--- config.mk ---
export PLATFORM = sky130hd
export DESIGN_NAME = stepper_driver_top
export DESIGN_NICKNAME = d
export VERILOG_FILES = /design/src/stepper_pkg.sv /design/src/microstep_sequencer.sv /design/src/cosine_lut.sv /design/src/reference_pwm.sv /design/src/coil_chopper.sv /design/src/charge_pump.sv /design/src/stepper_driver_top.sv
export VERILOG_INCLUDE_DIRS = /design/src
export SDC_FILE = /design/constraint.sdc
export NUM_CORES = 1
export LEC_CHECK = 0
export BUFFER_PORTS_ARGS = -buffer_cell sky130_fd_sc_hd__buf_2
export CAP_MARGIN = 30
export CELL_PAD_IN_SITES_DETAIL_PLACEMENT = 0
export CELL_PAD_IN_SITES_GLOBAL_PLACEMENT = 1
export CORE_MARGIN = 4
export CORE_UTILIZATION = 35
export DETAILED_ROUTE_END_ITERATION = 10
export PLACE_DENSITY_LB_ADDON = 0.08
export SKIP_LAST_GASP = 1
export SYNTH_ARGS = -nofsm -noshare
export SYNTH_HDL_FRONTEND = slang
export SYNTH_SLANG_ARGS = --single-unit
--- constraint.sdc ---
create_clock -name clk -period 5.02 [get_ports clk]
set_input_delay 1.004 -clock clk [delete_from_list [all_inputs] [get_ports clk]]
set_output_delay 1.004 -clock clk [all_outputs]
set_load 0.01 [all_outputs]
--- src/stepper_macros.svh ---
`ifndef STEPPER_MACROS_SVH
`define STEPPER_MACROS_SVH

// datapath widths
`define STEP_PHASE_W 8
`define STEP_INDEX_W 6
`define STEP_PWM_W 8

// timer counter widths
`define STEP_OFF_W 10
`define STEP_BLANK_W 8

// chopper timing in clk cycles
`define STEP_OFF_TIME 810
`define STEP_FAST_TIME 104
`define STEP_BLANK_TIME 27

// charge pump half period in clk cycles
`define STEP_CP_DIV 16

`endif

--- src/stepper_pkg.sv ---
`include "stepper_macros.svh"

package stepper_pkg;

  typedef logic [`STEP_PHASE_W-1:0] phase_t;     // electrical phase, 256 microsteps
  typedef logic [`STEP_INDEX_W-1:0] cos_index_t; // quarter-wave table address
  typedef logic [`STEP_PWM_W-1:0]   pwm_t;       // current magnitude
  typedef logic [`STEP_OFF_W-1:0]   off_time_t;
  typedef logic [`STEP_BLANK_W-1:0] blank_time_t;

  typedef struct packed {
    logic       polarity; // 1 = positive
    cos_index_t index;
  } coil_cmd_t;

  typedef struct packed {
    logic leg1_h;
    logic leg1_l;
    logic leg2_h;
    logic leg2_l;
  } coil_gate_t;

  typedef enum logic [1:0] {
    DRIVE,
    FAST,
    SLOW
  } chop_state_t;

endpackage

--- src/microstep_sequencer.sv ---
`timescale 1ns/1ps

module microstep_sequencer (
  input  logic                   clk,
  input  logic                   rst,
  input  logic                   step,
  input  logic                   dir,
  output stepper_pkg::coil_cmd_t cmd_a,
  output stepper_pkg::coil_cmd_t cmd_b
);

  logic [1:0]          step_sync;
  logic [1:0]          dir_sync;
  logic                step_prev;
  logic                step_rise;
  logic                dir_q;
  stepper_pkg::phase_t phase;
  logic [1:0]          quad;
  stepper_pkg::cos_index_t k;

  // two-flop synchronizers, then the registered edge pulse
  always_ff @(posedge clk) begin
    if (rst) begin
      step_sync <= '0;
      dir_sync  <= '0;
      step_prev <= 1'b0;
      step_rise <= 1'b0;
      dir_q     <= 1'b0;
    end else begin
      step_sync <= {step_sync[0], step};
      dir_sync  <= {dir_sync[0], dir};
      step_prev <= step_sync[1];
      step_rise <= step_sync[1] & ~step_prev;
      dir_q     <= dir_sync[1]; // stays aligned with step_rise
    end
  end

  always_ff @(posedge clk) begin
    if (rst) begin
      phase <= '0;
    end else if (step_rise) begin
      phase <= dir_q ? phase + stepper_pkg::phase_t'(1) : phase - stepper_pkg::phase_t'(1);
    end
  end

  assign quad = phase[7:6];
  assign k    = phase[5:0];

  // odd quadrants run the quarter table backwards (63 - k)
  assign cmd_a.index    = quad[0] ? ~k : k;
  assign cmd_a.polarity = ~(quad[1] ^ quad[0]); // positive in q0 and q3
  assign cmd_b.index    = quad[0] ? k : ~k;
  assign cmd_b.polarity = ~quad[1];             // positive in q0 and q1

endmodule

--- src/cosine_lut.sv ---
`timescale 1ns/1ps

module cosine_lut (
  input  stepper_pkg::cos_index_t index,
  output stepper_pkg::pwm_t       value
);

  // round(255 * cos(i * pi / 128))
  always_comb begin
    value = '0;
    case (index)
      6'd0:  value = 8'd255;
      6'd1:  value = 8'd255;
      6'd2:  value = 8'd255;
      6'd3:  value = 8'd254;
      6'd4:  value = 8'd254;
      6'd5:  value = 8'd253;
      6'd6:  value = 8'd252;
      6'd7:  value = 8'd251;
      6'd8:  value = 8'd250;
      6'd9:  value = 8'd249;
      6'd10: value = 8'd247;
      6'd11: value = 8'd246;
      6'd12: value = 8'd244;
      6'd13: value = 8'd242;
      6'd14: value = 8'd240;
      6'd15: value = 8'd238;
      6'd16: value = 8'd236;
      6'd17: value = 8'd233;
      6'd18: value = 8'd231;
      6'd19: value = 8'd228;
      6'd20: value = 8'd225;
      6'd21: value = 8'd222;
      6'd22: value = 8'd219;
      6'd23: value = 8'd215;
      6'd24: value = 8'd212;
      6'd25: value = 8'd208;
      6'd26: value = 8'd205;
      6'd27: value = 8'd201;
      6'd28: value = 8'd197;
      6'd29: value = 8'd193;
      6'd30: value = 8'd189;
      6'd31: value = 8'd185;
      6'd32: value = 8'd180;
      6'd33: value = 8'd176;
      6'd34: value = 8'd171;
      6'd35: value = 8'd167;
      6'd36: value = 8'd162;
      6'd37: value = 8'd157;
      6'd38: value = 8'd152;
      6'd39: value = 8'd147;
      6'd40: value = 8'd142;
      6'd41: value = 8'd136;
      6'd42: value = 8'd131;
      6'd43: value = 8'd126;
      6'd44: value = 8'd120;
      6'd45: value = 8'd115;
      6'd46: value = 8'd109;
      6'd47: value = 8'd103;
      6'd48: value = 8'd98;
      6'd49: value = 8'd92;
      6'd50: value = 8'd86;
      6'd51: value = 8'd80;
      6'd52: value = 8'd74;
      6'd53: value = 8'd68;
      6'd54: value = 8'd62;
      6'd55: value = 8'd56;
      6'd56: value = 8'd50;
      6'd57: value = 8'd44;
      6'd58: value = 8'd37;
      6'd59: value = 8'd31;
      6'd60: value = 8'd25;
      6'd61: value = 8'd19;
      6'd62: value = 8'd13;
      6'd63: value = 8'd6;
      default: value = '0;
    endcase
  end

endmodule

--- src/reference_pwm.sv ---
`timescale 1ns/1ps

module reference_pwm (
  input  logic              clk,
  input  logic              rst,
  input  stepper_pkg::pwm_t level_a,
  input  stepper_pkg::pwm_t level_b,
  output logic              ref_a,
  output logic              ref_b
);

  stepper_pkg::pwm_t cnt;

  always_ff @(posedge clk) begin
    if (rst) begin
      cnt <= '0;
    end else begin
      cnt <= cnt + stepper_pkg::pwm_t'(1); // wraps every 256 cycles
    end
  end

  // high for exactly level cycles per period
  always_ff @(posedge clk) begin
    if (rst) begin
      ref_a <= 1'b0;
      ref_b <= 1'b0;
    end else begin
      ref_a <= (cnt < level_a);
      ref_b <= (cnt < level_b);
    end
  end

endmodule

--- src/coil_chopper.sv ---
`timescale 1ns/1ps
`include "stepper_macros.svh"

module coil_chopper (
  input  logic                    clk,
  input  logic                    rst,
  input  logic                    enable,
  input  logic                    polarity,
  input  logic                    cmp,
  output stepper_pkg::coil_gate_t gate
);

  logic                     pol_q;
  logic                     trip;
  stepper_pkg::blank_time_t blank;
  stepper_pkg::off_time_t   off_cnt;
  stepper_pkg::off_time_t   off_nxt;
  stepper_pkg::chop_state_t state;
  stepper_pkg::chop_state_t state_nxt;

  function automatic stepper_pkg::coil_gate_t encode_gate(
    input stepper_pkg::chop_state_t st,
    input logic                     pol
  );
    stepper_pkg::coil_gate_t g;
    g = '0;
    case (st)
      stepper_pkg::DRIVE: begin
        if (pol) {g.leg1_h, g.leg2_l} = 2'b11;
        else     {g.leg2_h, g.leg1_l} = 2'b11;
      end
      stepper_pkg::FAST: begin // reverse pair, current decays into the supply
        if (pol) {g.leg2_h, g.leg1_l} = 2'b11;
        else     {g.leg1_h, g.leg2_l} = 2'b11;
      end
      stepper_pkg::SLOW: {g.leg1_l, g.leg2_l} = 2'b11; // both low sides recirculate
      default: g = '0;
    endcase
    return g;
  endfunction

  assign trip = cmp && (blank == '0);

  // blanking restarts on every polarity change
  always_ff @(posedge clk) begin
    if (rst) begin
      pol_q <= 1'b1; // phase 0 is positive on both coils
      blank <= '0;
    end else begin
      pol_q <= polarity;
      if (polarity != pol_q) begin
        blank <= stepper_pkg::blank_time_t'(`STEP_BLANK_TIME);
      end else if (blank != '0) begin
        blank <= blank - stepper_pkg::blank_time_t'(1);
      end
    end
  end

  always_comb begin
    state_nxt = state;
    off_nxt   = off_cnt;
    case (state)
      stepper_pkg::DRIVE: begin
        if (trip) begin
          state_nxt = stepper_pkg::FAST;
          off_nxt   = stepper_pkg::off_time_t'(`STEP_OFF_TIME - 1);
        end
      end
      stepper_pkg::FAST: begin
        off_nxt = off_cnt - stepper_pkg::off_time_t'(1);
        if (off_cnt == stepper_pkg::off_time_t'(`STEP_OFF_TIME - `STEP_FAST_TIME))
          state_nxt = stepper_pkg::SLOW;
      end
      stepper_pkg::SLOW: begin
        if (off_cnt == '0) state_nxt = stepper_pkg::DRIVE;
        else               off_nxt   = off_cnt - stepper_pkg::off_time_t'(1);
      end
      default: state_nxt = stepper_pkg::DRIVE;
    endcase
  end

  // gate register follows the next state so it lines up with state
  always_ff @(posedge clk) begin
    if (rst) begin
      state   <= stepper_pkg::DRIVE;
      off_cnt <= '0;
      gate    <= '0;
    end else begin
      state   <= state_nxt;
      off_cnt <= off_nxt;
      gate    <= enable ? encode_gate(state_nxt, polarity) : '0;
    end
  end

endmodule

--- src/charge_pump.sv ---
`timescale 1ns/1ps
`include "stepper_macros.svh"

module charge_pump (
  input  logic clk,
  input  logic rst,
  output logic pump
);

  logic [3:0] div_cnt;

  always_ff @(posedge clk) begin
    if (rst) begin
      div_cnt <= '0;
      pump    <= 1'b0;
    end else begin
      div_cnt <= div_cnt + 4'd1;
      if (div_cnt == 4'(`STEP_CP_DIV - 1)) begin
        pump <= ~pump; // half period is STEP_CP_DIV cycles
      end
    end
  end

endmodule

--- src/stepper_driver_top.sv ---
`timescale 1ns/1ps

module stepper_driver_top (
  input  logic       clk,
  input  logic       rst,
  input  logic       step,
  input  logic       dir,
  input  logic       enable,
  input  logic       analog_cmp1,
  input  logic       analog_cmp2,
  output logic [3:0] s_h,
  output logic [3:0] s_l,
  output logic       analog_out1,
  output logic       analog_out2,
  output logic       chargepump_pin
);

  stepper_pkg::coil_cmd_t  cmd_a;
  stepper_pkg::coil_cmd_t  cmd_b;
  stepper_pkg::pwm_t       mag_a;
  stepper_pkg::pwm_t       mag_b;
  stepper_pkg::coil_gate_t gate_a;
  stepper_pkg::coil_gate_t gate_b;

  microstep_sequencer u_seq (
    .clk   (clk),
    .rst   (rst),
    .step  (step),
    .dir   (dir),
    .cmd_a (cmd_a),
    .cmd_b (cmd_b)
  );

  cosine_lut u_lut_a (.index(cmd_a.index), .value(mag_a));
  cosine_lut u_lut_b (.index(cmd_b.index), .value(mag_b));

  reference_pwm u_pwm (
    .clk     (clk),
    .rst     (rst),
    .level_a (mag_a),
    .level_b (mag_b),
    .ref_a   (analog_out1),
    .ref_b   (analog_out2)
  );

  coil_chopper u_chop_a (
    .clk      (clk),
    .rst      (rst),
    .enable   (enable),
    .polarity (cmd_a.polarity),
    .cmp      (analog_cmp1),
    .gate     (gate_a)
  );

  coil_chopper u_chop_b (
    .clk      (clk),
    .rst      (rst),
    .enable   (enable),
    .polarity (cmd_b.polarity),
    .cmp      (analog_cmp2),
    .gate     (gate_b)
  );

  charge_pump u_cp (.clk(clk), .rst(rst), .pump(chargepump_pin));

  // bit order is A leg1, A leg2, B leg1, B leg2
  assign s_h = {gate_b.leg2_h, gate_b.leg1_h, gate_a.leg2_h, gate_a.leg1_h};
  assign s_l = {gate_b.leg2_l, gate_b.leg1_l, gate_a.leg2_l, gate_a.leg1_l};

endmodule

==> flow_summary.ini, run 1 <==
[timing]
worst_slack_ns = 0.9005
hold_ws_ns = 0.3811
finalClockSkew_ns = 0.009517
maxSlewViolCount = 0
fmax_mhz = 242.7
grt_setup_unrepaired = false
relSlewSlack_pct = 43.99
tightest_slew_ns = 0.8360
hold_viol = 0
min_period_ns = 4.120
timing.final.crit_share_pct = 82.06
setup_tns_ns = 0
setup_viol = 0

[finish]
nFillCells = 1820
fin_util_pct = 39.17
multiInputGateArea_mm2 = 0.004365
n_antenna_cell = 0
nets = 855
syn2layout_area_growth_pct = 8.638
layout.cells.non_filler = 1018
seq_area_mm2 = 0.001603
final_layout_size_suffix_gt1_share_pct = 9.332

[floorplan]
die_h_um = 142.2
std_cell_rows = 48
fp.coreArea_mm2 = 0.01748
fp.dieW_um = 142.2
start_util_pct = 36.05
die_area_mm2 = 0.02021
io_pins = 18

[clocking]
path_clk_slew_ns = 0.06
cts_tree = built
htree_num_levels = 3
cts.hold.buffers_added = 0
cts_root_buf = clkbuf_16
cts_buffer_depth = 2
post_cts_resize_count = 0
cts_sinks = 80
cts_buffers = 9
postCtsSetupRepairBufs = 0
insertion_delay_ns = 0.34

[routing]
vias = 5795
drt-total-wl_mm = 18.11
ant_nets = 0
wl_per_cell_um = 17.79
dr.first_iter.drc_count = 398
routed_via_density = 5.693
drc = 0
first_pass_iters = 6

[critical_path]
crit_path_start_kind = register
critPathMaxFanout = 14
r2r-start = u_seq.phase[6]
required_ns = 5.24
worst-r2r-setup-slack_ns = 0.90
endpoint_kind = register
crit_end = u_pwm.ref_b
r2r_cells = 14
cp_slowest_cell = a2111oi_0
worstReg2RegEnd = u_pwm.ref_b
cp_cell_sequence = xor2_1 > buf_4 > inv_1 > ha_1 > a221oi_1 > o221a_2 > o21ai_0 > o211ai_1 > nand3_1 > ha_1 > or4_1 > a2111oi_0 > a31oi_1 > a2111oi_0
slowest_delay_ns = 0.48
crit_start = u_seq.phase[6]
crit_arrival_ns = 4.34
path_class = register to register

[status]
outcome = complete, no violations

[grt]
grt-ovfl-total = 0
antenna_found_initial = 0
grt_max_degree = 44
grt_pass1_wl_mm = 29.09
grt_usage_pct = 17.91
first_global_vias = 5478

[yosys]
ys_seq_area_share_pct = 25.42
netlist_area_mm2 = 0.006301
synth-async-reset-ratio_pct = 0
syn_nets = 862
synth-edff-count = 0
synth_area_per_cell_um2 = 7.916
synth_cell_types = 82
synth_top_area_cell = dfxtp_1
netlist.area_leader.share_pct = 25.42
syn_inst = 796
yosys-top-cells-area = dfxtp_1, ha_1, nor2_1, a21oi_1, xor2_1
ys_warn_count = 0
synth_ff_type = dfxtp_1
ys_ff_latch = 80

[power]
p_leak_nw = 2.683
p_per_area_mw_per_mm2 = 407.6
ir_worst_vdd_v = 0.0003137

[placed_design]
gp_congestion = 0.9488
dpl.cell_count = 1003
io_buffers = 17
dp_slack_ns = 0.9189
hpwlAfterDp_mm = 13.15

[run]
cap_violations = 0

[worst_hold_path]
hp-class = register to register
[power by group]
part	internal (mW)	switching, mW
Sequential	0.769	0.135
Combinational	0.524	0.739
Clock	0.360	0.263
[layout make-up]
class                   instances  area share (%)
repair buffers                 31           2.778
flip-flops and latches         80           23.41
clock buffers                  11           3.692
clock inverters                 4          0.4204
inverters                      33           1.810
well taps                     225           4.113
multi-input cells             634           63.77
[cell usage after synthesis (14+ instances only)]
cell	instances
a21oi_1	61
a311oi_1	14
buf_2	15
clkbuf_1	24
dfxtp_1	80
ha_1	58
inv_1	30
nand2_1	53
nand2b_1	26
nand3_1	24
nor2_1	88
nor2b_1	23
nor3_1	24
o21ai_0	36
xnor2_1	20
xor2_1	25
[flip-flops by register name, indices dropped and copies added (netlist names), 4 cells and up]
signal            flops
u_seq.phase           8
u_pwm.cnt             8
u_chop_b.blank        8
u_chop_b.gate         4
u_chop_a.blank        8
u_cp.div_cnt          4
u_chop_a.off_cnt     10
u_chop_a.gate         4
u_chop_b.off_cnt     10
[through the flow]
stage / cell area [um^2] / total power, mW
after detailed placement: 6564 / 2.173
after global placement: 6564 / 2.164
final: 6845 / 2.790
after floorplan: 6301 / 1.892
after global routing: 6845 / 3.029
after CTS: 6845 / 2.819
[metal layers]
layer  global-route usage (%)  up-vias  part of all wire (%)
li1                         -     2880                     -
met1                    25.46     2754                    49
met2                    27.68      139                    44
met3                    2.923       22                   4.4
met4                    5.808        0                   2.0
met5                        0        -                     0
[cell families after synthesis]
group	synth area share, %
xor gates and xnor gates	6.771
and+or+nand+nor	22.62
muxes	1.807
DFF	25.42
buffers and inverters	5.421
AOI/OAI and AO/OA	26.13
adders and majority gates	11.83
[critical path: cells and delay by family (launching register included)]
family,cells,cell delay (ns)
compound gates,7,1.79
flops,1,0.47
xor+xnor,1,0.18
buf+inv,2,0.38
simple gates,2,0.51
fa+ha+maj,2,0.67
[placed cells by master, fill, tap and decap left out, drive strengths merged, types with 13 or more instances in the layout]
master / netlist / routed
a211oi: 13 / 13
a21oi: 61 / 61
a311oi: 14 / 14
buf: 25 / 31
dfxtp: 80 / 80
ha: 58 / 58
inv: 32 / 33
nand2: 53 / 53
nand2b: 26 / 26
nand3: 25 / 25
nor2: 88 / 88
nor2b: 23 / 23
nor3: 26 / 26
o211ai: 13 / 13
o21ai: 39 / 39
xnor2: 21 / 21
xor2: 26 / 26
[worst min path at each step]
stage	from	endpoint	slack, ns	depth (start not counted)
6_report	u_seq.step_prev	u_seq.step_rise	0.38	1
5_1_grt	u_seq.step_prev	u_seq.step_rise	0.40	1
4_1_cts	u_seq.step_prev	u_seq.step_rise	0.38	1
3_5_place_dp	u_seq.step_prev	u_seq.step_rise	0.38	1
3_3_place_gp	u_seq.step_prev	u_seq.step_rise	0.37	1
2_1_floorplan	u_seq.step_prev	u_seq.step_rise	0.37	1
Power figures use the tool's default switching activity.
==> run 2: changes to the inputs <==
Clock period 5.02 ns to 4.24 ns, I/O delays scaled along.
==> run 2 against run 1 <==
Against the previous run: register-to-register slack worse by 0.50 ns; count of clock-buffer cells in the layout down 2; design area up 0.73%; hold slack better by 0.0011 ns; maximum frequency up 7.2%; die area unchanged; critical path type unchanged; largest cell class unchanged.
==> flow_summary.ini, run 2 (synthesis results as in run 1) <==
[timing]
setup_tns_ns = 0
fmax_mhz = 260.2
hold_viol = 0
maxSlewViolCount = 0
finalClockSkew_ns = 0.01213
relSlewSlack_pct = 32.69
min_period_ns = 3.843
tightest_slew_ns = 1.002
setup_viol = 0
timing.final.crit_share_pct = 90.64
grt_setup_unrepaired = false

[routing]
drt-total-wl_mm = 18.11
drc = 0
routed_via_density = 5.762
first_pass_iters = 5
vias = 5900
wl_per_cell_um = 17.69
dr.first_iter.drc_count = 431
ant_nets = 0

[clocking]
htree_num_levels = 3
cts_root_buf = clkbuf_16
post_cts_resize_count = 0
cts_tree = built
cts.hold.buffers_added = 0
path_clk_slew_ns = 0.06
cts_sinks = 80
insertion_delay_ns = 0.35
postCtsSetupRepairBufs = 0
cts_buffers = 9
cts_buffer_depth = 2

[floorplan]
fp.coreArea_mm2 = 0.01748
start_util_pct = 36.05
die_area_mm2 = 0.02021
die_h_um = 142.2
fp.dieW_um = 142.2
io_pins = 18
std_cell_rows = 48

[critical_path]
worstReg2RegEnd = u_pwm.ref_b
crit_family = compound AO/OA/AOI/OAI gates
worst-r2r-setup-slack_ns = 0.40
r2r_cells = 13
crit_path_start_kind = register
critical_path_buf_inv_count = 1
r2r-start = u_seq.phase[6]
crit_end = u_pwm.ref_b
path_class = register to register
cp_slowest_cell = or4_1
critPathMaxFanout = 26
crit_start = u_seq.phase[6]
endpoint_kind = register
crit_cells = 13
crit_arrival_ns = 4.06
slowest_delay_ns = 0.50
cp_cell_sequence = buf_4 > xor2_1 > ha_1 > nor2_1 > o221ai_1 > o21ai_0 > a31oi_1 > o21ai_0 > ha_1 > or4_1 > a2111oi_0 > a31oi_1 > a2111oi_0
required_ns = 4.45

[finish]
layout.cells.non_filler = 1024
nets = 861
final_common_cell = nor2_1
n_antenna_cell = 0
syn2layout_area_growth_pct = 9.432
reg.largest.list = u_chop_a.off_cnt: 10 flops, u_chop_b.off_cnt: 10 flops
final_layout_size_suffix_gt1_share_pct = 10.01
final_cell_mix = nor2_1, dfxtp_1, a21oi_1

[power]
clockPowerShare_pct = 22.8
p_per_area_mw_per_mm2 = 485.4
switchingPower_mw = 1.361
internal_power_mw = 1.986
ir_worst_vdd_v = 0.0003012
seqPwrFrac_pct = 32.0
p_comb_share_pct = 45.2
p_leak_nw = 2.721
switching_share_pct = 40.66

[grt]
grt-ovfl-total = 0
grt_pass1_wl_mm = 29.20
first_global_vias = 5428
antenna_found_initial = 1
grt_max_degree = 46
grt_usage_pct = 18.01

[status]
outcome = complete, no violations

[placed_design]
gp_congestion = 0.9058
io_buffers = 17
dpl.cell_count = 1009
hpwlAfterDp_mm = 13.27

[worst_hold_path]
hp-class = register to register

[run]
cap_violations = 0
run 2: cell types whose count changed in the layout (fill, tap and decap cells not counted), sizes merged:
cell	before	now
clkinvlp	2	1
clkbuf	11	9
inv	33	32
buf	31	37
clkinv	2	5
bufinv	0	1
run 2: worst min-delay path by stage:
stage	from	cells past startpoint	slack, ns	end
after floorplan	u_seq.step_prev	1	0.37	u_seq.step_rise
after global placement	u_seq.step_prev	1	0.37	u_seq.step_rise
after detailed placement	u_seq.step_prev	1	0.37	u_seq.step_rise
after CTS	u_seq.step_prev	1	0.38	u_seq.step_rise
after global routing	u_seq.step_prev	1	0.38	u_seq.step_rise
final	u_seq.step_prev	1	0.38	u_seq.step_rise
run 2: power groups by stage:
stage                     sequential (mW)  clock, mW  combinational, mW
after floorplan                      1.06          0               1.18
after global placement               1.08          0               1.48
after detailed placement             1.08          0               1.51
after CTS                            1.07      0.791               1.52
after global routing                 1.10      0.832               1.69
final                                1.07      0.764               1.51
run 2: area by class of cell:
cell class / instances / area [um^2]
clock buffers: 9 / 225.2
clock inverters: 6 / 61.31
fillers: 1826 / 10580
inverters: 33 / 123.9
multi-input cells: 634 / 4365
flip-flops and latches: 80 / 1603
well taps: 225 / 281.5
repair buffers: 37 / 235.2
run 2: through the flow:
stage | hold WS [ns] | instance area (um^2) | setup slack [ns] | power, mW | util, %
after floorplan | 0.3674 | 6301 | 0.1326 | 2.240 | -
after global placement | 0.3714 | 6609 | 0.4909 | 2.561 | 37.82
after detailed placement | 0.3746 | 6609 | 0.4197 | 2.594 | 37.82
after CTS | 0.3840 | 6895 | 0.3708 | 3.377 | 39.45
after global routing | 0.3847 | 6895 | 0.05053 | 3.614 | 39.45
final | 0.3822 | 6895 | 0.3969 | 3.347 | 39.45
run 2: metal layers:
layer	track usage [%]	vias up	part of all wire, %
li1	-	2898	-
met1	26.38	2818	49
met2	27.08	158	44
met3	3.192	24	4.9
met4	5.051	2	1.5
met5	0	-	0.039
